$ cat config.mk
export PLATFORM = sky130hd
export DESIGN_NAME = standby_top
export DESIGN_NICKNAME = d
export VERILOG_FILES = /design/src/rtl/standby_pkg.sv /design/src/rtl/standby_top.sv /design/src/rtl/controller_standby.sv /design/src/rtl/standby_csr.sv /design/src/rtl/i3c_target_rx.sv /design/src/rtl/i2c_target_rx.sv /design/src/rtl/tti_queue.sv /design/src/rtl/bus_monitor.sv
export SDC_FILE = /design/constraint.sdc
export NUM_CORES = 1
export LEC_CHECK = 0
export BUFFER_PORTS_ARGS = -buffer_cell sky130_fd_sc_hd__buf_2
export CORE_AREA = 2 2 221 158
export DETAILED_ROUTE_END_ITERATION = 8
export DIE_AREA = 0 0 223 160
export PLACE_DENSITY = 0.89
export SLEW_MARGIN = 5
export SYNTH_ARGS = -nofsm -noshare
export SYNTH_HDL_FRONTEND = slang
export SYNTH_HIERARCHICAL = 1
export SYNTH_SLANG_ARGS = --single-unit
$ cat constraint.sdc
create_clock -name clk_i -period 13.62 [get_ports clk_i]
set_input_delay 2.724 -clock clk_i [delete_from_list [all_inputs] [get_ports clk_i]]
set_output_delay 2.724 -clock clk_i [all_outputs]
set_load 0.05 [all_outputs]
$ cat src/rtl/standby_pkg.sv
// Shared constants and types for the standby target controller, referenced by scoped names
package standby_pkg;

  localparam int DataWidth = 8;
  localparam int DescWidth = 32;
  localparam int QueueDepth = 8;
  localparam int LevelWidth = 4;

  // One word per received transfer
  typedef struct packed {
    logic                 proto;
    logic                 parity_err;
    logic                 overflow;
    logic [4:0]           reserved;
    logic [7:0]           addr_byte;
    logic [15:0]          byte_count;
  } desc_t;

  localparam int ApbAddrWidth = 4;

  localparam logic [ApbAddrWidth-1:0] RegCtrl = 4'd0;
  localparam logic [ApbAddrWidth-1:0] RegStaAddr = 4'd4;
  localparam logic [ApbAddrWidth-1:0] RegDynAddr = 4'd8;
  localparam logic [ApbAddrWidth-1:0] RegStatus = 4'd12;

  localparam logic [6:0] ResetStaAddr = 7'h50;
  localparam logic [6:0] I3cBroadcast = 7'h7E;

endpackage
$ cat src/rtl/standby_top.sv
`timescale 1ns/1ps
// Top level of the standby target, APB configured with RX queues drained by valid/ready
module standby_top (
  input  logic                                 clk_i,
  input  logic                                 rst_n_i,
  input  logic [standby_pkg::ApbAddrWidth-1:0] paddr_i,
  input  logic                                 psel_i,
  input  logic                                 penable_i,
  input  logic                                 pwrite_i,
  input  logic [31:0]                          pwdata_i,
  output logic [31:0]                          prdata_o,
  output logic                                 pready_o,
  output logic                                 pslverr_o,
  input  logic                                 scl_i[2],
  input  logic                                 sda_i[2],
  output logic                                 sda_pull_o[2],
  output logic                                 rx_data_rvalid_o,
  input  logic                                 rx_data_rready_i,
  output logic [standby_pkg::DataWidth-1:0]    rx_data_rdata_o,
  output logic                                 rx_desc_rvalid_o,
  input  logic                                 rx_desc_rready_i,
  output logic [standby_pkg::DescWidth-1:0]    rx_desc_rdata_o
);

  logic                               enable;
  logic                               i3c_mode;
  logic [6:0]                         sta_addr;
  logic [6:0]                         dyn_addr;
  logic                               dyn_addr_valid;
  logic                               data_full;
  logic                               data_wvalid;
  logic [standby_pkg::DataWidth-1:0]  data_wdata;
  logic                               desc_wvalid;
  standby_pkg::desc_t                 desc_wdata;
  logic [standby_pkg::LevelWidth-1:0] data_level;
  logic [standby_pkg::LevelWidth-1:0] desc_level;

  standby_csr standby_csr_inst (
    .clk_i            (clk_i),
    .rst_n_i          (rst_n_i),
    .paddr_i          (paddr_i),
    .psel_i           (psel_i),
    .penable_i        (penable_i),
    .pwrite_i         (pwrite_i),
    .pwdata_i         (pwdata_i),
    .prdata_o         (prdata_o),
    .pready_o         (pready_o),
    .pslverr_o        (pslverr_o),
    .data_level_i     (data_level),
    .desc_level_i     (desc_level),
    .enable_o         (enable),
    .i3c_mode_o       (i3c_mode),
    .sta_addr_o       (sta_addr),
    .dyn_addr_o       (dyn_addr),
    .dyn_addr_valid_o (dyn_addr_valid)
  );

  controller_standby controller_standby_inst (
    .clk_i            (clk_i),
    .rst_n_i          (rst_n_i),
    .enable_i         (enable),
    .i3c_mode_i       (i3c_mode),
    .sta_addr_i       (sta_addr),
    .dyn_addr_i       (dyn_addr),
    .dyn_addr_valid_i (dyn_addr_valid),
    .scl_i            (scl_i),
    .sda_i            (sda_i),
    .data_full_i      (data_full),
    .sda_pull_o       (sda_pull_o),
    .data_wvalid_o    (data_wvalid),
    .data_wdata_o     (data_wdata),
    .desc_wvalid_o    (desc_wvalid),
    .desc_wdata_o     (desc_wdata)
  );

  tti_queue #(
    .entry_t (logic [standby_pkg::DataWidth-1:0])
  ) data_queue_inst (
    .clk_i    (clk_i),
    .rst_n_i  (rst_n_i),
    .wvalid_i (data_wvalid),
    .wdata_i  (data_wdata),
    .rready_i (rx_data_rready_i),
    .full_o   (data_full),
    .rvalid_o (rx_data_rvalid_o),
    .rdata_o  (rx_data_rdata_o),
    .level_o  (data_level)
  );

  // A full descriptor queue drops the write
  tti_queue #(
    .entry_t (standby_pkg::desc_t)
  ) desc_queue_inst (
    .clk_i    (clk_i),
    .rst_n_i  (rst_n_i),
    .wvalid_i (desc_wvalid),
    .wdata_i  (desc_wdata),
    .rready_i (rx_desc_rready_i),
    .full_o   (),
    .rvalid_o (rx_desc_rvalid_o),
    .rdata_o  (rx_desc_rdata_o),
    .level_o  (desc_level)
  );

endmodule

$ cat src/rtl/controller_standby.sv
`timescale 1ns/1ps
// Standby controller that runs one of the two target engines and grants it the RX queues
module controller_standby (
  input  logic                              clk_i,
  input  logic                              rst_n_i,
  input  logic                              enable_i,
  input  logic                              i3c_mode_i,
  input  logic [6:0]                        sta_addr_i,
  input  logic [6:0]                        dyn_addr_i,
  input  logic                              dyn_addr_valid_i,
  input  logic                              scl_i[2],
  input  logic                              sda_i[2],
  input  logic                              data_full_i,
  output logic                              sda_pull_o[2],
  output logic                              data_wvalid_o,
  output logic [standby_pkg::DataWidth-1:0] data_wdata_o,
  output logic                              desc_wvalid_o,
  output standby_pkg::desc_t                desc_wdata_o
);

  logic                              i2c_en;
  logic                              i3c_en;
  logic                              i2c_pull;
  logic                              i3c_pull;
  logic                              i2c_data_wvalid;
  logic                              i3c_data_wvalid;
  logic [standby_pkg::DataWidth-1:0] i2c_data_wdata;
  logic [standby_pkg::DataWidth-1:0] i3c_data_wdata;
  logic                              i2c_desc_wvalid;
  logic                              i3c_desc_wvalid;
  standby_pkg::desc_t                i2c_desc_wdata;
  standby_pkg::desc_t                i3c_desc_wdata;

  // Only one protocol is active, so the mode bit is the grant
  assign i2c_en = enable_i & ~i3c_mode_i;
  assign i3c_en = enable_i & i3c_mode_i;

  always_comb begin
    data_wvalid_o = i3c_mode_i ? i3c_data_wvalid : i2c_data_wvalid;
    data_wdata_o = i3c_mode_i ? i3c_data_wdata : i2c_data_wdata;
    desc_wvalid_o = i3c_mode_i ? i3c_desc_wvalid : i2c_desc_wvalid;
    desc_wdata_o = i3c_mode_i ? i3c_desc_wdata : i2c_desc_wdata;
    sda_pull_o[0] = i2c_en & i2c_pull;
    sda_pull_o[1] = i3c_en & i3c_pull;
  end

  i2c_target_rx i2c_target_rx_inst (
    .clk_i         (clk_i),
    .rst_n_i       (rst_n_i),
    .enable_i      (i2c_en),
    .sta_addr_i    (sta_addr_i),
    .scl_i         (scl_i[0]),
    .sda_i         (sda_i[0]),
    .sda_pull_o    (i2c_pull),
    .data_wvalid_o (i2c_data_wvalid),
    .data_wdata_o  (i2c_data_wdata),
    .desc_wvalid_o (i2c_desc_wvalid),
    .desc_wdata_o  (i2c_desc_wdata),
    .data_full_i   (data_full_i)
  );

  i3c_target_rx i3c_target_rx_inst (
    .clk_i            (clk_i),
    .rst_n_i          (rst_n_i),
    .enable_i         (i3c_en),
    .dyn_addr_i       (dyn_addr_i),
    .dyn_addr_valid_i (dyn_addr_valid_i),
    .scl_i            (scl_i[1]),
    .sda_i            (sda_i[1]),
    .sda_pull_o       (i3c_pull),
    .data_wvalid_o    (i3c_data_wvalid),
    .data_wdata_o     (i3c_data_wdata),
    .desc_wvalid_o    (i3c_desc_wvalid),
    .desc_wdata_o     (i3c_desc_wdata),
    .data_full_i      (data_full_i)
  );

endmodule

$ cat src/rtl/standby_csr.sv
`timescale 1ns/1ps
// APB register block with the standby control, address and queue status registers
module standby_csr (
  input  logic                                 clk_i,
  input  logic                                 rst_n_i,
  input  logic [standby_pkg::ApbAddrWidth-1:0] paddr_i,
  input  logic                                 psel_i,
  input  logic                                 penable_i,
  input  logic                                 pwrite_i,
  input  logic [31:0]                          pwdata_i,
  output logic [31:0]                          prdata_o,
  output logic                                 pready_o,
  output logic                                 pslverr_o,
  input  logic [standby_pkg::LevelWidth-1:0]   data_level_i,
  input  logic [standby_pkg::LevelWidth-1:0]   desc_level_i,
  output logic                                 enable_o,
  output logic                                 i3c_mode_o,
  output logic [6:0]                           sta_addr_o,
  output logic [6:0]                           dyn_addr_o,
  output logic                                 dyn_addr_valid_o
);

  logic access;
  logic addr_ok;
  logic wr_en;

  always_comb begin
    addr_ok = 1'b1;
    prdata_o = '0;
    case (paddr_i)
      standby_pkg::RegCtrl:    prdata_o = {30'b0, i3c_mode_o, enable_o};
      standby_pkg::RegStaAddr: prdata_o = {25'b0, sta_addr_o};
      standby_pkg::RegDynAddr: prdata_o = {24'b0, dyn_addr_valid_o, dyn_addr_o};
      standby_pkg::RegStatus:  prdata_o = {20'b0, desc_level_i, 4'b0, data_level_i};
      default:                 addr_ok = 1'b0;
    endcase
  end

  assign access = psel_i & penable_i;
  assign pready_o = 1'b1;
  // Status is read-only
  assign pslverr_o = access & (~addr_ok | (pwrite_i & (paddr_i == standby_pkg::RegStatus)));
  assign wr_en = access & pwrite_i & ~pslverr_o;

  always_ff @(posedge clk_i or negedge rst_n_i) begin
    if (!rst_n_i) begin
      enable_o <= 1'b0;
      i3c_mode_o <= 1'b0;
      sta_addr_o <= standby_pkg::ResetStaAddr;
      dyn_addr_o <= '0;
      dyn_addr_valid_o <= 1'b0;
    end else if (wr_en) begin
      case (paddr_i)
        standby_pkg::RegCtrl: begin
          enable_o <= pwdata_i[0];
          i3c_mode_o <= pwdata_i[1];
        end
        standby_pkg::RegStaAddr: sta_addr_o <= pwdata_i[6:0];
        standby_pkg::RegDynAddr: begin
          dyn_addr_o <= pwdata_i[6:0];
          dyn_addr_valid_o <= pwdata_i[7];
        end
        default: ;
      endcase
    end
  end

endmodule

$ cat src/rtl/i3c_target_rx.sv
`timescale 1ns/1ps
// I3C SDR private-write receiver, instantiated by the standby controller on the I3C pin pair
module i3c_target_rx (
  input  logic                              clk_i,
  input  logic                              rst_n_i,
  input  logic                              enable_i,
  input  logic [6:0]                        dyn_addr_i,
  input  logic                              dyn_addr_valid_i,
  input  logic                              scl_i,
  input  logic                              sda_i,
  output logic                              sda_pull_o,
  output logic                              data_wvalid_o,
  output logic [standby_pkg::DataWidth-1:0] data_wdata_o,
  output logic                              desc_wvalid_o,
  output standby_pkg::desc_t                desc_wdata_o,
  input  logic                              data_full_i
);

  typedef enum logic [1:0] {StIdle, StAddr, StData, StIgnore} state_e;

  state_e      state_q;
  logic        sda_s;
  logic        scl_rise;
  logic        scl_fall;
  logic        start;
  logic        rstart;
  logic        stop;
  logic [3:0]  bit_cnt_q;
  logic [7:0]  shift_q;
  logic [7:0]  addr_byte_q;
  logic [15:0] count_q;
  logic        overflow_q;
  logic        parity_err_q;
  logic        addr_match;
  logic        parity_ok;

  bus_monitor bus_monitor_inst (
    .clk_i      (clk_i),
    .rst_n_i    (rst_n_i),
    .scl_i      (scl_i),
    .sda_i      (sda_i),
    .scl_o      (),
    .sda_o      (sda_s),
    .scl_rise_o (scl_rise),
    .scl_fall_o (scl_fall),
    .start_o    (start),
    .rstart_o   (rstart),
    .stop_o     (stop)
  );

  // No CCC support, so the broadcast address is never claimed
  assign addr_match = dyn_addr_valid_i && (shift_q[7:1] == dyn_addr_i) && !shift_q[0] &&
                      (shift_q[7:1] != standby_pkg::I3cBroadcast);
  // T bit gives odd parity over the byte
  assign parity_ok = ^{shift_q, sda_s};

  always_ff @(posedge clk_i or negedge rst_n_i) begin
    if (!rst_n_i) begin
      state_q <= StIdle;
      bit_cnt_q <= '0;
      sda_pull_o <= 1'b0;
      data_wvalid_o <= 1'b0;
      desc_wvalid_o <= 1'b0;
      count_q <= '0;
      overflow_q <= 1'b0;
      parity_err_q <= 1'b0;
    end else begin
      data_wvalid_o <= 1'b0;
      desc_wvalid_o <= 1'b0;
      if (!enable_i) begin
        state_q <= StIdle;
        sda_pull_o <= 1'b0;
      end else if (start || rstart || stop) begin
        desc_wvalid_o <= (state_q == StData);
        state_q <= stop ? StIdle : StAddr;
        bit_cnt_q <= '0;
        sda_pull_o <= 1'b0;
        count_q <= '0;
        overflow_q <= 1'b0;
        parity_err_q <= 1'b0;
      end else if (state_q == StAddr || state_q == StData) begin
        if (scl_rise) begin
          if (bit_cnt_q == 4'd8) begin
            bit_cnt_q <= '0;
            if (state_q == StAddr) begin
              state_q <= sda_pull_o ? StData : StIgnore;
            end else if (!parity_ok) begin
              parity_err_q <= 1'b1;
            end else if (data_full_i) begin
              overflow_q <= 1'b1;
            end else begin
              data_wvalid_o <= 1'b1;
              count_q <= count_q + 16'd1;
            end
          end else begin
            bit_cnt_q <= bit_cnt_q + 4'd1;
          end
        end
        // Only the address byte gets an ACK from the target
        if (scl_fall) begin
          sda_pull_o <= (state_q == StAddr) && (bit_cnt_q == 4'd8) && addr_match;
        end
      end
    end
  end

  always_ff @(posedge clk_i) begin
    if (scl_rise && bit_cnt_q != 4'd8) begin
      shift_q <= {shift_q[6:0], sda_s};
    end
    if (scl_rise && bit_cnt_q == 4'd8) begin
      data_wdata_o <= shift_q;
      if (state_q == StAddr) begin
        addr_byte_q <= shift_q;
      end
    end
    desc_wdata_o <= '{proto: 1'b1, parity_err: parity_err_q, overflow: overflow_q,
                      reserved: '0, addr_byte: addr_byte_q, byte_count: count_q};
  end

endmodule

$ cat src/rtl/i2c_target_rx.sv
`timescale 1ns/1ps
// I2C write receiver, instantiated by the standby controller on the I2C pin pair
module i2c_target_rx (
  input  logic                              clk_i,
  input  logic                              rst_n_i,
  input  logic                              enable_i,
  input  logic [6:0]                        sta_addr_i,
  input  logic                              scl_i,
  input  logic                              sda_i,
  output logic                              sda_pull_o,
  output logic                              data_wvalid_o,
  output logic [standby_pkg::DataWidth-1:0] data_wdata_o,
  output logic                              desc_wvalid_o,
  output standby_pkg::desc_t                desc_wdata_o,
  input  logic                              data_full_i
);

  typedef enum logic [1:0] {StIdle, StAddr, StData, StIgnore} state_e;

  state_e      state_q;
  logic        sda_s;
  logic        scl_rise;
  logic        scl_fall;
  logic        start;
  logic        rstart;
  logic        stop;
  logic [3:0]  bit_cnt_q;
  logic [7:0]  shift_q;
  logic [7:0]  addr_byte_q;
  logic [15:0] count_q;
  logic        overflow_q;
  logic        addr_match;

  bus_monitor bus_monitor_inst (
    .clk_i      (clk_i),
    .rst_n_i    (rst_n_i),
    .scl_i      (scl_i),
    .sda_i      (sda_i),
    .scl_o      (),
    .sda_o      (sda_s),
    .scl_rise_o (scl_rise),
    .scl_fall_o (scl_fall),
    .start_o    (start),
    .rstart_o   (rstart),
    .stop_o     (stop)
  );

  // Writes only
  assign addr_match = (shift_q[7:1] == sta_addr_i) && !shift_q[0];

  always_ff @(posedge clk_i or negedge rst_n_i) begin
    if (!rst_n_i) begin
      state_q <= StIdle;
      bit_cnt_q <= '0;
      sda_pull_o <= 1'b0;
      data_wvalid_o <= 1'b0;
      desc_wvalid_o <= 1'b0;
      count_q <= '0;
      overflow_q <= 1'b0;
    end else begin
      data_wvalid_o <= 1'b0;
      desc_wvalid_o <= 1'b0;
      if (!enable_i) begin
        state_q <= StIdle;
        sda_pull_o <= 1'b0;
      end else if (start || rstart || stop) begin
        // Descriptor only for a transfer whose address was ACKed
        desc_wvalid_o <= (state_q == StData);
        state_q <= stop ? StIdle : StAddr;
        bit_cnt_q <= '0;
        sda_pull_o <= 1'b0;
        count_q <= '0;
        overflow_q <= 1'b0;
      end else if (state_q == StAddr || state_q == StData) begin
        if (scl_rise) begin
          if (bit_cnt_q == 4'd8) begin
            bit_cnt_q <= '0;
            if (state_q == StAddr) begin
              state_q <= sda_pull_o ? StData : StIgnore;
            end else if (sda_pull_o) begin
              data_wvalid_o <= 1'b1;
              count_q <= count_q + 16'd1;
            end
          end else begin
            bit_cnt_q <= bit_cnt_q + 4'd1;
          end
        end
        if (scl_fall) begin
          if (bit_cnt_q != 4'd8) begin
            sda_pull_o <= 1'b0;
          end else if (state_q == StAddr) begin
            sda_pull_o <= addr_match;
          end else begin
            sda_pull_o <= !data_full_i;
            overflow_q <= overflow_q | data_full_i;
          end
        end
      end
    end
  end

  always_ff @(posedge clk_i) begin
    if (scl_rise && bit_cnt_q != 4'd8) begin
      shift_q <= {shift_q[6:0], sda_s};
    end
    if (scl_rise && bit_cnt_q == 4'd8) begin
      data_wdata_o <= shift_q;
      if (state_q == StAddr) begin
        addr_byte_q <= shift_q;
      end
    end
    desc_wdata_o <= '{proto: 1'b0, parity_err: 1'b0, overflow: overflow_q, reserved: '0,
                      addr_byte: addr_byte_q, byte_count: count_q};
  end

endmodule

$ cat src/rtl/tti_queue.sv
`timescale 1ns/1ps
// First-word fall-through FIFO for target receive entries; entry_t picks the payload
module tti_queue #(
  parameter type entry_t = logic [7:0]
) (
  input  logic                               clk_i,
  input  logic                               rst_n_i,
  input  logic                               wvalid_i,
  input  entry_t                             wdata_i,
  input  logic                               rready_i,
  output logic                               full_o,
  output logic                               rvalid_o,
  output entry_t                             rdata_o,
  output logic [standby_pkg::LevelWidth-1:0] level_o
);

  entry_t                                     mem_q [standby_pkg::QueueDepth];
  logic [$clog2(standby_pkg::QueueDepth)-1:0] wptr_q;
  logic [$clog2(standby_pkg::QueueDepth)-1:0] rptr_q;
  logic                                       push;
  logic                                       pop;

  assign full_o = (level_o == standby_pkg::QueueDepth);
  assign rvalid_o = (level_o != '0);
  assign rdata_o = mem_q[rptr_q];
  assign push = wvalid_i & ~full_o;
  assign pop = rready_i & rvalid_o;

  always_ff @(posedge clk_i) begin
    if (push) begin
      mem_q[wptr_q] <= wdata_i;
    end
  end

  // Pointers wrap on their own since the depth is a power of two
  always_ff @(posedge clk_i or negedge rst_n_i) begin
    if (!rst_n_i) begin
      wptr_q <= '0;
      rptr_q <= '0;
      level_o <= '0;
    end else begin
      if (push) begin
        wptr_q <= wptr_q + 1'b1;
      end
      if (pop) begin
        rptr_q <= rptr_q + 1'b1;
      end
      if (push && !pop) begin
        level_o <= level_o + 1'b1;
      end else if (pop && !push) begin
        level_o <= level_o - 1'b1;
      end
    end
  end

endmodule

$ cat src/rtl/bus_monitor.sv
`timescale 1ns/1ps
// SCL/SDA synchronizer and bus condition detector, one per target engine
module bus_monitor (
  input  logic clk_i,
  input  logic rst_n_i,
  input  logic scl_i,
  input  logic sda_i,
  output logic scl_o,
  output logic sda_o,
  output logic scl_rise_o,
  output logic scl_fall_o,
  output logic start_o,
  output logic rstart_o,
  output logic stop_o
);

  logic [1:0] scl_sync_q;
  logic [1:0] sda_sync_q;
  logic       scl_prev_q;
  logic       sda_prev_q;
  logic       open_q;
  logic       start_cond;
  logic       stop_cond;

  // Idle bus is high on both lines
  always_ff @(posedge clk_i or negedge rst_n_i) begin
    if (!rst_n_i) begin
      scl_sync_q <= 2'b11;
      sda_sync_q <= 2'b11;
      scl_prev_q <= 1'b1;
      sda_prev_q <= 1'b1;
      open_q <= 1'b0;
    end else begin
      scl_sync_q <= {scl_sync_q[0], scl_i};
      sda_sync_q <= {sda_sync_q[0], sda_i};
      scl_prev_q <= scl_sync_q[1];
      sda_prev_q <= sda_sync_q[1];
      if (start_cond) begin
        open_q <= 1'b1;
      end else if (stop_cond) begin
        open_q <= 1'b0;
      end
    end
  end

  assign scl_o = scl_sync_q[1];
  assign sda_o = sda_sync_q[1];
  assign scl_rise_o = scl_o & ~scl_prev_q;
  assign scl_fall_o = ~scl_o & scl_prev_q;

  // SDA moving while SCL stays high
  assign start_cond = scl_o & scl_prev_q & sda_prev_q & ~sda_o;
  assign stop_cond = scl_o & scl_prev_q & ~sda_prev_q & sda_o;

  assign start_o = start_cond & ~open_q;
  assign rstart_o = start_cond & open_q;
  assign stop_o = stop_cond;

endmodule

# Word level (Yosys, flattened, before mapping)

Memories as Yosys holds them, arrays and structs flattened.
Cells that the tools add are included.

Register bits: 203
RAM bits: 320
Bits of input ports: 47
Logic and storage cells: 306
Memories kept: 2

Memories:

| name                  | depth | width | rd ports | clocked after Yosys merged registers in | write ports | RTL line        | text |
|---|---|---|---|---|---|---|---|
| desc_queue_inst.mem_q | 8     | 32    | 1        | 0                                       | 1           | tti_queue.sv:17 | `entry_t mem_q [standby_pkg::QueueDepth];` |
| data_queue_inst.mem_q | 8     | 8     | 1        | 0                                       | 1           | tti_queue.sv:17 |  |

Reduce and logical (&&, ||, !) cells: 62
Add/sub/neg operators: 12
Muxes and demuxes: 102
Eq/ne operators: 31
Bitwise operators: 48

Operators by type and width:

| cell                                                            | count |
|---|---|
| 16-bit two-way mux                                              | 13 |
| 1-bit two-way mux                                               | 62 |
| 4-bit two-way mux                                               | 12 |
| 12-bit case mux with 4 select lines                             | 1 |
| 16-bit by 1-bit adder with 16-bit output, second input constant | 2 |
| 32-bit two-way mux                                              | 1 |
| 1-bit bitwise AND                                               | 31 |
| 3-bit != test, second input constant                            | 10 |
| 2-bit nonzero test                                              | 14 |
| 4-bit == test, second input constant                            | 6 |
| 2-bit two-way mux                                               | 12 |
| 4-bit by 1-bit adder with 4-bit output, second input constant   | 4 |
| 1-bit inverter                                                  | 15 |
| 7-bit == test                                                   | 2 |
| 1-bit logical AND                                               | 14 |
| 2-bit AND reduction                                             | 7 |
| 7-bit AND reduction                                             | 2 |
| 3-bit by 1-bit adder with 3-bit output, second input constant   | 4 |
| 6-bit AND reduction                                             | 2 |
| 9-bit XOR reduction                                             | 1 |
| 8-bit two-way mux                                               | 1 |
| 2-bit != test, second input constant                            | 4 |
| 4-bit != test, second input constant                            | 2 |
| 4-bit AND reduction                                             | 2 |
| 14 further kinds                                                | 31 |

# Depth between registers and ports, before layout

Gate-level depths: netlist of the first run.

Depth in word-level cells: 9
Mapped depth: 10
Mapped depth without buffers: 9

# Cells and area by module

The synthesis of the first run kept the hierarchy.

By module, submodules not included:

| module                       | area an instance (sq um) | sequential area each (sq um) | instances | cells each |
|---|---|---|---|---|
| tti_queue at desc_queue_inst | 10,349.9                 | 7,937.6                      | 1         | 432 |
| tti_queue at data_queue_inst | 3,109.2                  | 2,172.1                      | 1         | 156 |
| i3c_target_rx                | 2,945.3                  | 1,916.8                      | 1         | 235 |
| i2c_target_rx                | 2,820.2                  | 1,871.8                      | 1         | 223 |
| standby_csr                  | 1,139.8                  | 427.9                        | 1         | 94 |
| controller_standby           | 718.2                    | 0.0                          | 1         | 51 |
| bus_monitor                  | 246.5                    | 182.7                        | 2         | 18 |

# Worst setup path after synthesis of the first run

No wires, ideal clock.

Kind: input-to-output
Start point: input port paddr_i[1] (netlist name)
End point: output port prdata_o[2]
Slack: 7.088 ns
Stages on the path: 3
Path buffers: 1
Arrival: 3.808 ns
Cells stage by stage: or2_2 buf_6 nor2_1

Longest elaborated chain between the ends: 2
Elaborated cells on any way between the ends: 5
Those cells by class: eq/ne: 3; mux: 1; reduce/logical: 1

RTL lines:

| what                                        | RTL line          | text |
|---|---|---|
| start: declaration                          | standby_top.sv:6  | `input logic [standby_pkg::ApbAddrWidth-1:0] paddr_i,` |
| 4-bit == test, or another cell as far along | standby_csr.sv:30 | `case (paddr_i)` |
| 12-bit case mux with 4 select lines *       | standby_csr.sv:30 |  |
| end: declaration                            | standby_top.sv:11 | `output logic [31:0] prdata_o,` |

Every way passes the cells marked *; elsewhere a longest branch is shown, timed or not.

# Worst setup path in the final report of the first run

Start point: input port paddr_i[2] (netlist name)
End point: output port prdata_o[1]

Same word-level chain as after synthesis.

==> key figures, run 1 <==
Status
  – Result of the run: finished clean

Power
  – VDD IR-drop max: 91.4 uV
  – Leakage Power: 8.09 nW
  – Sum of internal, switching and leakage power: 3.22 mW
  – Power density over cell area: 135 mW/mm^2

Critical path
  – Reg2Reg Setup Slack: 10.11 ns
  – Critical path data arrival time: 3.93 ns
  – Reg-to-Reg Start: standby_csr_inst/i3c_mode_o$_DFFE_PN0P_
  – Type of element launching the critical path: input pin
  – WP data required: 10.90 ns
  – Type of the worst setup path: in -> out
  – Number of cells traversed by the worst register-to-register path: 10
  – Kind of end point of the critical path: output pin
  – Endpoint of the lowest-slack register-to-register path: data_queue_inst/level_o[3]$_DFFE_PN0P_
  – Kind of cell with the highest combined delay on the critical path: multiplexers
  – Largest incremental delay on the critical path: 0.57 ns
  – Largest fanout of any net on the critical path: 10
  – Crit path buffers/inverters: 2
  – Cell type with the highest occurrence count on the critical path: buf_2
  – Crit-path cells: buf_2 > mux4_1 > and2_1 > buf_2
  – Worst-path cell with the longest stage delay: mux4_1

Die
  – Horizontal die dimension: 223 um
  – # rows: 57
  – Die extent in y: 160 um
  – Ports: 125
  – Die footprint: 0.0357 mm^2
  – Core box area: 0.0339 mm^2
  – Starting utilization of the core area: 63.7%

Cells and area
  – ANT cells: 0
  – Fin area: 0.0238 mm^2
  – Share of post-route cells with drive strength above 1: 26.7%
  – Area growth from synthesis to layout: 10.3%
  – Nets: 1,391
  – Number of fill cells: 1,909

Clock network
  – CTS tree: yes
  – Clock-pin slew reported for the worst setup and hold paths after clock tree synthesis: 0.06 ns
  – Setup Buffers After CTS: 0
  – TritonCTS buffer count: 48
  – Root Buffer Master: clkbuf_16
  – H-tree depth reported by CTS: 2
  – Quantity of gates resized following cts: 0
  – Quantity of hold-fixing buffers added after cts: 0
  – Worst-case clock buffer depth: 3
  – Clock Sinks: 523
  – Latest clock arrival within the worst-skew pair: 0.58 ns

Timing
  – Peak clock frequency supported by timing: 150 MHz
  – Slew at the pin closest to its max-slew limit: 0.992 ns
  – Setup repair after global routing missed its margin: false
  – Number of failing hold endpoints at the final stage: 0
  – Final setup skew: 0.0293 ns
  – Total Neg Setup Slack: 0 ns
  – Period utilization: 48.9%
  – Minimum clock period after layout: 6.65 ns
  – Setup violation total in the final timing report: 0
  – Slew Limit Fails: 0
  – Hold slack final: 0.343 ns
  – Max transition margin: 33.3%

Routing
  – Total iterations of the first detailed-routing run: 5
  – WL/cell: 25.5 um
  – Antenna-violating nets left: 0
  – Average via count per standard cell: 6.49
  – Routed via count: 11,680
  – Number of DRC markers in iteration 0: 1,403
  – Drt total wl: 46,000 um
  – DRC violation count after routing: 0

Synthesis
  – Number of warnings printed during yosys synthesis: 6
  – Synthesized netlist cell count: 1,226
  – Syn avg cell area: 17.6 um^2
  – Cell area after technology mapping: 0.0216 mm^2

Worst hold path
  – Worst min-delay path class: reg -> reg
  – Depth of the worst hold-timing path: 0

Placement
  – Port Buffers: 79
  – Area after detailed placement: 0.0222 mm^2
  – HPWL reported at the end of detailed placement: 25,900 um
  – Final estimated routing congestion in global placement: 0.848

Global routing
  – GRT Total Usage: 26.4%
  – Wire length of the first global-routing pass: 71,100 um
  – Grt total ovfl: 0
  – Number of global-route vias before repair: 12,231
  – Antenna violations before repair: 1
  – Maximum number of pins on one net before global-route repair: 71

Run
  – Max-cap check violation count: 0
-- worst max-delay path by stage --
| stage | start | to | slack (ns) | cells after the start |
|---|---|---|---|---|
| final | paddr_i[2] | prdata_o[1] | 6.97 | 4 |
| after global routing | paddr_i[2] | prdata_o[0] | 6.91 | 4 |
| after CTS | paddr_i[2] | prdata_o[1] | 6.96 | 4 |
| after detailed placement | paddr_i[2] | prdata_o[0] | 6.96 | 4 |
| after global placement | paddr_i[2] | prdata_o[1] | 6.97 | 4 |
| after floorplan | paddr_i[1] | prdata_o[2] | 7.09 | 3 |
-- power by group --
| part | switching [mW] | internal, mW | total (mW) |
|---|---|---|---|
| clock | 0.589 | 0.789 | 1.38 |
| combinational | 0.0709 | 0.0388 | 0.110 |
| sequential | 0.0156 | 1.72 | 1.73 |
| total | 0.676 | 2.54 | 3.22 |
-- layout by cell type (no fill, tap or decap), drive strengths merged, types with 23 or more instances in the layout --
| master | n |
|---|---|
| nand2 | 43 |
| clkbuf | 68 |
| o21ai | 26 |
| xnor2 | 23 |
| edfxtp | 368 |
| nand3 | 25 |
| a21oi | 34 |
| inv | 27 |
| mux4 | 82 |
| ha | 23 |
| conb | 34 |
| nor2 | 33 |
| dfrtp | 90 |
| buf | 94 |
| dfxtp | 51 |
| mux2 | 109 |
-- registers in the layout, summed over array words and instances (netlist names), 4 cells and up, named ones only --
name / count
controller_standby_inst/i3c_target_rx_inst/bit_cnt_q: 4
controller_standby_inst/i3c_target_rx_inst/data_wdata_o: 8
controller_standby_inst/i3c_target_rx_inst/shift_q: 8
controller_standby_inst/i2c_target_rx_inst/desc_wdata_o: 25
controller_standby_inst/i3c_target_rx_inst/addr_byte_q: 8
controller_standby_inst/i2c_target_rx_inst/addr_byte_q: 8
desc_queue_inst/mem_q: 256
controller_standby_inst/i3c_target_rx_inst/desc_wdata_o: 26
controller_standby_inst/i2c_target_rx_inst/bit_cnt_q: 4
desc_queue_inst/level_o: 4
standby_csr_inst/dyn_addr_o: 7
standby_csr_inst/sta_addr_o: 7
controller_standby_inst/i3c_target_rx_inst/count_q: 16
data_queue_inst/level_o: 4
controller_standby_inst/i2c_target_rx_inst/data_wdata_o: 8
controller_standby_inst/i2c_target_rx_inst/shift_q: 8
controller_standby_inst/i2c_target_rx_inst/count_q: 16
data_queue_inst/mem_q: 64
-- stage by stage --
stage               instances  worst slack (ns)  utilization [%]
floorplan                1255              7.09                -
global placement         1711              6.97             65.4
detailed placement       1711              6.96             65.4
CTS                      1800              6.96             70.2
global route             1800              6.91             70.2
finish                   1800              6.97             70.2
-- per-layer routing --
metal  wire length [um]  part of all wire [%]  vias up  global-route usage (%)
met5                 13                 0.028        -                       0
met1              18700                    41     5919                    37.3
li1                   -                     -     4934                       -
met3               3890                   8.5      133                    4.78
met4               1250                   2.7        2                    8.39
met2              22100                    48      692                    42.4
-- area by class of cell --
cell class | instances | area (um^2) | share of cell area, %
Sequential cell | 523 | 14700 | 61.8
Multi-Input combinational cell | 630 | 6310 | 26.5
Clock buffer | 68 | 1410 | 5.94
Tap cell | 442 | 553 | 2.32
Timing Repair Buffer | 94 | 510 | 2.15
Clock inverter | 21 | 221 | 0.931
Inverter | 22 | 82.6 | 0.347
Power figures use the tool's default switching activity.
==> run 2, diff against run 1 <==
--- a/config.mk
+++ b/config.mk
@@ -6,10 +6,10 @@
 export NUM_CORES = 1
 export LEC_CHECK = 0
 export BUFFER_PORTS_ARGS = -buffer_cell sky130_fd_sc_hd__buf_2
-export CORE_AREA = 2 2 221 158
+export CORE_AREA = 2 2 228 163
 export DETAILED_ROUTE_END_ITERATION = 8
-export DIE_AREA = 0 0 223 160
-export PLACE_DENSITY = 0.89
+export DIE_AREA = 0 0 230 165
+export PLACE_DENSITY = 0.84
 export SLEW_MARGIN = 5
 export SYNTH_ARGS = -nofsm -noshare
 export SYNTH_HDL_FRONTEND = slang
==> constraint.sdc (replaced) <==
create_clock -name clk_i -period 6.6 [get_ports clk_i]
set_input_delay 1.32 -clock clk_i [delete_from_list [all_inputs] [get_ports clk_i]]
set_output_delay 1.32 -clock clk_i [all_outputs]
set_load 0.05 [all_outputs]
==> key figures, run 2 (same netlist as run 1, synthesis figures left out) <==
Status
  – Result of the run: finished clean (unchanged)

Clock network
  – Worst-case clock buffer depth: 3 (unchanged)
  – TritonCTS buffer count: 47 (was 48)
  – Latest clock arrival within the worst-skew pair: 0.56 ns (was 0.58 ns)
  – Quantity of hold-fixing buffers added after cts: 0 (unchanged)
  – Clock Sinks: 523 (unchanged)
  – Setup Buffers After CTS: 0 (unchanged)
  – CTS tree: yes (unchanged)
  – Quantity of gates resized following cts: 0 (unchanged)
  – H-tree depth reported by CTS: 2 (unchanged)
  – Root Buffer Master: clkbuf_16 (unchanged)
  – Clock-pin slew reported for the worst setup and hold paths after clock tree synthesis: 0.06 ns (about the same)

Timing
  – Setup violation total in the final timing report: 0 (unchanged)
  – Number of failing hold endpoints at the final stage: 0 (unchanged)
  – Max transition margin: 31.7% (was 33.3%)
  – Total Neg Setup Slack: 0 ns (unchanged)
  – Setup repair after global routing missed its margin: false (unchanged)
  – Slew Limit Fails: 0 (unchanged)
  – Slew at the pin closest to its max-slew limit: 1.02 ns (was 0.992 ns)
  – Period utilization: 70.1%
  – Peak clock frequency supported by timing: 216 MHz
  – Final setup skew: 0.0165 ns (was 0.0293 ns)
  – Minimum clock period after layout: 4.63 ns

Routing
  – Average via count per standard cell: 6.15 (was 6.49)
  – DRC violation count after routing: 0 (unchanged)
  – Drt total wl: 42,700 um (was 46,000 um)
  – Antenna-violating nets left: 0 (unchanged)
  – WL/cell: 23.3 um (was 25.5 um)
  – Number of DRC markers in iteration 0: 1,357 (was 1,403)
  – Routed via count: 11,287 (was 11,680)
  – Total iterations of the first detailed-routing run: 5 (unchanged)

Global routing
  – Grt total ovfl: 0 (unchanged)
  – Antenna violations before repair: 1 (unchanged)
  – GRT Total Usage: 23.1% (was 26.4%)
  – Number of global-route vias before repair: 11,361 (was 12,231)
  – Maximum number of pins on one net before global-route repair: 67 (was 71)
  – Wire length of the first global-routing pass: 66,400 um (was 71,100 um)

Die
  – Core box area: 0.0356 mm^2 (was 0.0339 mm^2)
  – # rows: 58 (was 57)
  – Die footprint: 0.0380 mm^2 (was 0.0357 mm^2)
  – Ports: 125 (unchanged)
  – Starting utilization of the core area: 60.7% (was 63.7%)
  – Horizontal die dimension: 230 um (was 223 um)
  – Die extent in y: 165 um (was 160 um)

Critical path
  – Largest fanout of any net on the critical path: 51 (was 10)
  – Critical path data arrival time: 3.31 ns (was 3.93 ns)
  – Reg2Reg Setup Slack: 2.84 ns (was 10.11 ns)
  – Kind of cell with the highest combined delay on the critical path: flip-flops (was multiplexers)
  – Worst setup path startpoint: desc_queue_inst/rptr_q[0]$_DFFE_PN0P_ (was paddr_i[2])
  – Worst-path cell with the longest stage delay: dfrtp_4 (was mux4_1)
  – Type of element launching the critical path: flop (was input pin)
  – Endpoint of the lowest-slack register-to-register path: data_queue_inst/level_o[3]$_DFFE_PN0P_ (unchanged)
  – Largest incremental delay on the critical path: 1.03 ns (was 0.57 ns)
  – Kind of end point of the critical path: output pin (unchanged)
  – Number of gates on the worst path with buffers counted: 4 (unchanged)
  – Type of the worst setup path: reg -> out (was in -> out)
  – Number of cells traversed by the worst register-to-register path: 10 (unchanged)
  – Crit-path cells: buf_4 > mux4_1 > mux2_2 > buf_2 (was buf_2 > mux4_1 > and2_1 > buf_2)
  – Critical path endpoint: rx_desc_rdata_o[15] (was prdata_o[1])
  – WP data required: 5.28 ns (was 10.90 ns)
  – Reg-to-Reg Start: standby_csr_inst/i3c_mode_o$_DFFE_PN0P_ (unchanged)
  – Crit path buffers/inverters: 2 (unchanged)

Cells and area
  – Nets: 1,390 (was 1,391)
  – Area growth from synthesis to layout: 9.60% (was 10.3%)
  – Commonest cells after routing, fill and taps aside: edfxtp_1, dfrtp_1, buf_2, mux2_2, dfxtp_1 (was edfxtp_1, dfrtp_1, buf_2, mux2_2, clkbuf_16)
  – ANT cells: 0 (unchanged)
  – Registers with the most flip-flops: desc_queue_inst/mem_q x256, data_queue_inst/mem_q x64, controller_standby_inst/i3c_target_rx_inst/desc_wdata_o x26 (unchanged)
  – Leading cell type in the layout, fill and taps excluded: edfxtp_1 (unchanged)
  – Register name with the most flops: desc_queue_inst/mem_q (unchanged)
  – Max FFs per register: 256 (unchanged)
  – Share of post-route cells with drive strength above 1: 26.1% (was 26.7%)
  – Fin area: 0.0236 mm^2 (was 0.0238 mm^2)

Power
  – Leakage Power: 8.06 nW (was 8.09 nW)
  – VDD IR-drop max: 155 uV (was 91.4 uV)
  – Power density over cell area: 269 mW/mm^2 (was 135 mW/mm^2)

Placement
  – Port Buffers: 79 (unchanged)
  – HPWL reported at the end of detailed placement: 25,200 um (was 25,900 um)
  – Final estimated routing congestion in global placement: 0.814 (was 0.848)
  – Area after detailed placement: 0.0222 mm^2 (about the same)

Worst hold path
  – Worst min-delay path class: reg -> reg (unchanged)
  – Depth of the worst hold-timing path: 0 (unchanged)

Run
  – Max-cap check violation count: 0 (unchanged)
## run 2: cell count changes in the layout (fill, tap and decap cells not counted), sizes merged
cell and delta:
bufinv -1, clkbuf -3, clkinv +5, clkinvlp -1, inv -3
## run 2: layout make-up
class | count | area [um^2]
repair buffers | 94 | 510
clock inverters | 21 | 155
fillers | 2251 | 11900
well taps | 480 | 601
multi-input cells | 630 | 6310
flip-flops and latches | 523 | 14700
inverters | 22 | 82.6
clock buffers | 65 | 1280
## run 2: worst reg2reg max path, stage by stage, from the launching register on
cell and delay (ns):
dfrtp_2 0.83, buf_4 0.64, mux2_2 0.47, nand2_1 0.14, inv_1 0.06, ha_1 0.26, inv_1 0.16, ha_1 0.32
or4_1 0.56, o211ai_1 0.11, o211ai_1 0.09
## run 2: report_power, final
| group | switching (mW) | leakage (nW) | internal, mW | total [mW] |
|---|---|---|---|---|
| Clock | 1.14 | 0.706 | 1.44 | 2.58 |
| Combinational | 0.133 | 2.48 | 0.0792 | 0.212 |
| Sequential | 0.0399 | 4.87 | 3.54 | 3.58 |
## run 2: metrics by stage
step                      total power, mW  util [%]  hold WS, ns  instances  worst slack (ns)
after floorplan                      3.82         -        0.323       1255              2.15
after global placement               3.84      62.4        0.329       1749              2.58
after detailed placement             3.85      62.4        0.327       1749              2.55
after CTS                            6.41      66.5        0.349       1835              1.89
after global routing                 6.56      66.5        0.361       1835              1.79
final                                6.37      66.5        0.341       1835              1.97
## run 2: worst min-delay path by stage
stage,start,end,slack [ns]
finish,flop,flop,0.34
global route,flop,flop,0.36
CTS,flop,flop,0.35
detailed placement,flop,flop,0.33
global placement,flop,flop,0.33
floorplan,flop,flop,0.32
## run 2: routing by layer
metal	vias up	track usage (%)	share of wire, %
met5	-	0	0
met4	0	5.66	1.8
met3	65	4.21	7.7
met2	481	37.3	48
met1	5806	33.3	42
li1	4935	-	-
==> run 3, diff against run 2 <==
--- a/config.mk
+++ b/config.mk
@@ -5,11 +5,12 @@
 export SDC_FILE = /design/constraint.sdc
 export NUM_CORES = 1
 export LEC_CHECK = 0
+export ABC_AREA = 1
 export BUFFER_PORTS_ARGS = -buffer_cell sky130_fd_sc_hd__buf_2
-export CORE_AREA = 2 2 228 163
+export CORE_AREA = 2 2 250 178
 export DETAILED_ROUTE_END_ITERATION = 8
-export DIE_AREA = 0 0 230 165
-export PLACE_DENSITY = 0.84
+export DIE_AREA = 0 0 252 180
+export PLACE_DENSITY = 0.81
 export SLEW_MARGIN = 5
 export SYNTH_ARGS = -nofsm -noshare
 export SYNTH_HDL_FRONTEND = slang
==> constraint.sdc (replaced) <==
create_clock -name clk_i -period 4.2 [get_ports clk_i]
set_input_delay 0.84 -clock clk_i [delete_from_list [all_inputs] [get_ports clk_i]]
set_output_delay 0.84 -clock clk_i [all_outputs]
set_load 0.05 [all_outputs]
==> key figures, run 3 <==
Status
  – Result of the run: finished clean (unchanged)

Global routing
  – Number of global-route vias before repair: 16,073 (was 11,361)
  – Grt total ovfl: 0 (unchanged)
  – GR Layer Usage met2: 37.1% (was 37.3%)
  – GRT Total Usage: 22.7% (was 23.1%)
  – Wire length of the first global-routing pass: 82,000 um (was 66,400 um)
  – Global routing's busiest layer: met2 (unchanged)
  – Met3 layer usage reported by global route: 3.52% (was 4.21%)
  – Maximum number of pins on one net before global-route repair: 89 (was 67)
  – Met1 global-route usage: 31.5% (was 33.3%)
  – Antenna violations before repair: 2 (was 1)

Placement
  – Port Buffers: 79 (unchanged)
  – Final estimated routing congestion in global placement: 0.883 (was 0.814)
  – Worst-case setup slack after placement: 1.07 ns (was 2.55 ns)
  – Post-placement cell count: 3,159 (was 1,749)
  – Area after detailed placement: 0.0244 mm^2 (was 0.0222 mm^2)
  – HPWL reported at the end of detailed placement: 31,100 um (was 25,200 um)

Worst hold path
  – Worst min-delay path class: reg -> reg (unchanged)
  – Depth of the worst hold-timing path: 0 (unchanged)

Clock network
  – Setup Buffers After CTS: 0 (unchanged)
  – Clock-pin slew reported for the worst setup and hold paths after clock tree synthesis: 0.07 ns (was 0.06 ns)
  – Worst-case clock buffer depth: 3 (unchanged)
  – Quantity of gates resized following cts: 0 (unchanged)
  – TritonCTS buffer count: 48 (was 47)
  – Clock Sinks: 523 (unchanged)
  – Latest clock arrival within the worst-skew pair: 0.59 ns (was 0.56 ns)
  – H-tree depth reported by CTS: 2 (unchanged)
  – Root Buffer Master: clkbuf_16 (unchanged)
  – CTS tree: yes (unchanged)
  – Quantity of hold-fixing buffers added after cts: 0 (unchanged)

Synthesis
  – Number of warnings printed during yosys synthesis: 6 (unchanged)
  – Synthesized netlist cell count: 2,579 (was 1,226)
  – Cell area after technology mapping: 0.0238 mm^2 (was 0.0216 mm^2)
  – Syn avg cell area: 9.22 um^2 (was 17.6 um^2)

Cells and area
  – Fin area: 0.0260 mm^2 (was 0.0236 mm^2)
  – Nets: 2,720 (was 1,390)
  – Registers with the most flip-flops: desc_queue_inst/mem_q x256, data_queue_inst/mem_q x64, controller_standby_inst/i3c_target_rx_inst/desc_wdata_o x26 (unchanged)
  – Area occupied by multi-input gates: 0.00726 mm^2 (was 0.00631 mm^2)
  – Register name with the most flops: desc_queue_inst/mem_q (unchanged)
  – Max FFs per register: 256 (unchanged)
  – Area growth from synthesis to layout: 9.47% (was 9.60%)
  – Number of cells in the finished layout apart from fillers: 3,249 (was 1,835)
  – Leading cell type in the layout, fill and taps excluded: nand2_1 (was edfxtp_1)
  – Commonest cells after routing, fill and taps aside: nand2_1, nor2_1, edfxtp_1, inv_1, nand3_1 (was edfxtp_1, dfrtp_1, buf_2, mux2_2, dfxtp_1)
  – FF/Latch Area: 0.0147 mm^2 (about the same)
  – Share of post-route cells with drive strength above 1: 10.5% (was 26.1%)
  – Number of fill cells: 3,286 (was 2,251)
  – Core Util, Final: 60.4% (was 66.5%)
  – ANT cells: 0 (unchanged)

Timing
  – Minimum clock period after layout: 3.57 ns
  – Max transition margin: 28.3% (was 31.7%)
  – Setup repair after global routing missed its margin: false (unchanged)
  – Slew Limit Fails: 0 (unchanged)
  – Total Neg Setup Slack: 0 ns (unchanged)
  – Slew at the pin closest to its max-slew limit: 1.07 ns (was 1.02 ns)
  – Peak clock frequency supported by timing: 280 MHz
  – Setup violation total in the final timing report: 0 (unchanged)
  – Final setup skew: 0.0275 ns (was 0.0165 ns)
  – Number of failing hold endpoints at the final stage: 0 (unchanged)
  – Period utilization: 85.1%
  – Minimum setup slack in the final design: 0.626 ns (was 1.97 ns)

Die
  – Ports: 125 (unchanged)
  – Die extent in y: 180 um (was 165 um)
  – Starting utilization of the core area: 55.2% (was 60.7%)
  – Core box area: 0.0431 mm^2 (was 0.0356 mm^2)
  – Horizontal die dimension: 252 um (was 230 um)
  – Die footprint: 0.0454 mm^2 (was 0.0380 mm^2)
  – # rows: 64 (was 58)

Critical path
  – Largest fanout of any net on the critical path: 88 (was 51)
  – Number of cells traversed by the worst register-to-register path: 13 (was 10)
  – Type of element launching the critical path: flop (unchanged)
  – Critical path data arrival time: 2.73 ns (was 3.31 ns)
  – WP data required: 3.36 ns (was 5.28 ns)
  – Type of the worst setup path: reg -> out (unchanged)
  – Kind of end point of the critical path: output pin (unchanged)
  – Reg2Reg Setup Slack: 1.27 ns (was 2.84 ns)

Routing
  – Total iterations of the first detailed-routing run: 6 (was 5)
  – Average via count per standard cell: 5.15 (was 6.15)
  – Number of DRC markers in iteration 0: 1,622 (was 1,357)
  – Routed via count: 16,739 (was 11,287)
  – DRC violation count after routing: 0 (unchanged)
  – Drt total wl: 50,500 um (was 42,700 um)
  – Antenna-violating nets left: 0 (unchanged)
  – WL/cell: 15.5 um (was 23.3 um)

Power
  – Leakage Power: 11.5 nW (was 8.06 nW)
  – VDD IR-drop max: 325 uV (was 155 uV)
  – Power density over cell area: 393 mW/mm^2 (was 269 mW/mm^2)

Run
  – Max-cap check violation count: 0 (unchanged)
-- run 3: changes by cell type in the layout (fill, tap and decap cells not counted), moves of 15 or more --
cell     change
or3_1       -19
nand2_1    +892
a21oi_1     -16
mux2_4      -44
nand3_1     +67
nor2_1     +394
inv_1      +249
mux4_1      -43
mux2_2      -64
nand3_2     +15
mux4_2      -39
-- run 3: routing by layer --
| metal | vias up | part of all wire [%] |
|---|---|---|
| li1 | 8148 | - |
| met1 | 7830 | 43 |
| met2 | 670 | 47 |
| met3 | 91 | 8.0 |
| met4 | 0 | 2.2 |
| met5 | - | 0 |
-- run 3: final cells by class --
cell class              instances  area share, %
flip-flops and latches        523           56.5
multi-input cells            1679           27.9
clock buffers                  62           5.01
inverters                     287           4.20
well taps                     561           2.70
repair buffers                109           2.54
clock inverters                28           1.22
-- run 3: per-stage QoR --
stage	hold WS (ns)	power, mW
final	0.338	10.2
after global routing	0.344	10.5
after CTS	0.338	10.3
after detailed placement	0.327	5.89
after global placement	0.326	5.88
after floorplan	0.323	5.84
-- run 3: report_power, final --
group          internal [mW]  switching [mW]
clock                   2.53            1.90
combinational         0.0458           0.193
sequential              5.52          0.0283
total                   8.10            2.12
-- run 3: path summary, 6_finish.rpt --
kind / endpoint / from
max: rx_desc_rdata_o[6] / desc_queue_inst/rptr_q[0]$_DFFE_PN0P_
min: flop / flop
max reg2reg: desc_queue_inst/level_o[3]$_DFFE_PN0P_ / standby_csr_inst/i3c_mode_o$_DFFE_PN0P_
min reg2reg: flop / flop
max in group asynchronous: standby_csr_inst/sta_addr_o[4]$_DFFE_PN1P_ / rst_n_i
min in group asynchronous: async pin / rst_n_i
-- run 3: worst max-delay path: stages, from the launching register on --
cell and delay, ns:
dfrtp_4 0.86, buf_12 0.40, nor2_1 0.11, nor2_1 0.15, nand2_1 0.08, nand2_1 0.08
nand2_1 0.06, nand2_1 0.10, buf_2 0.27
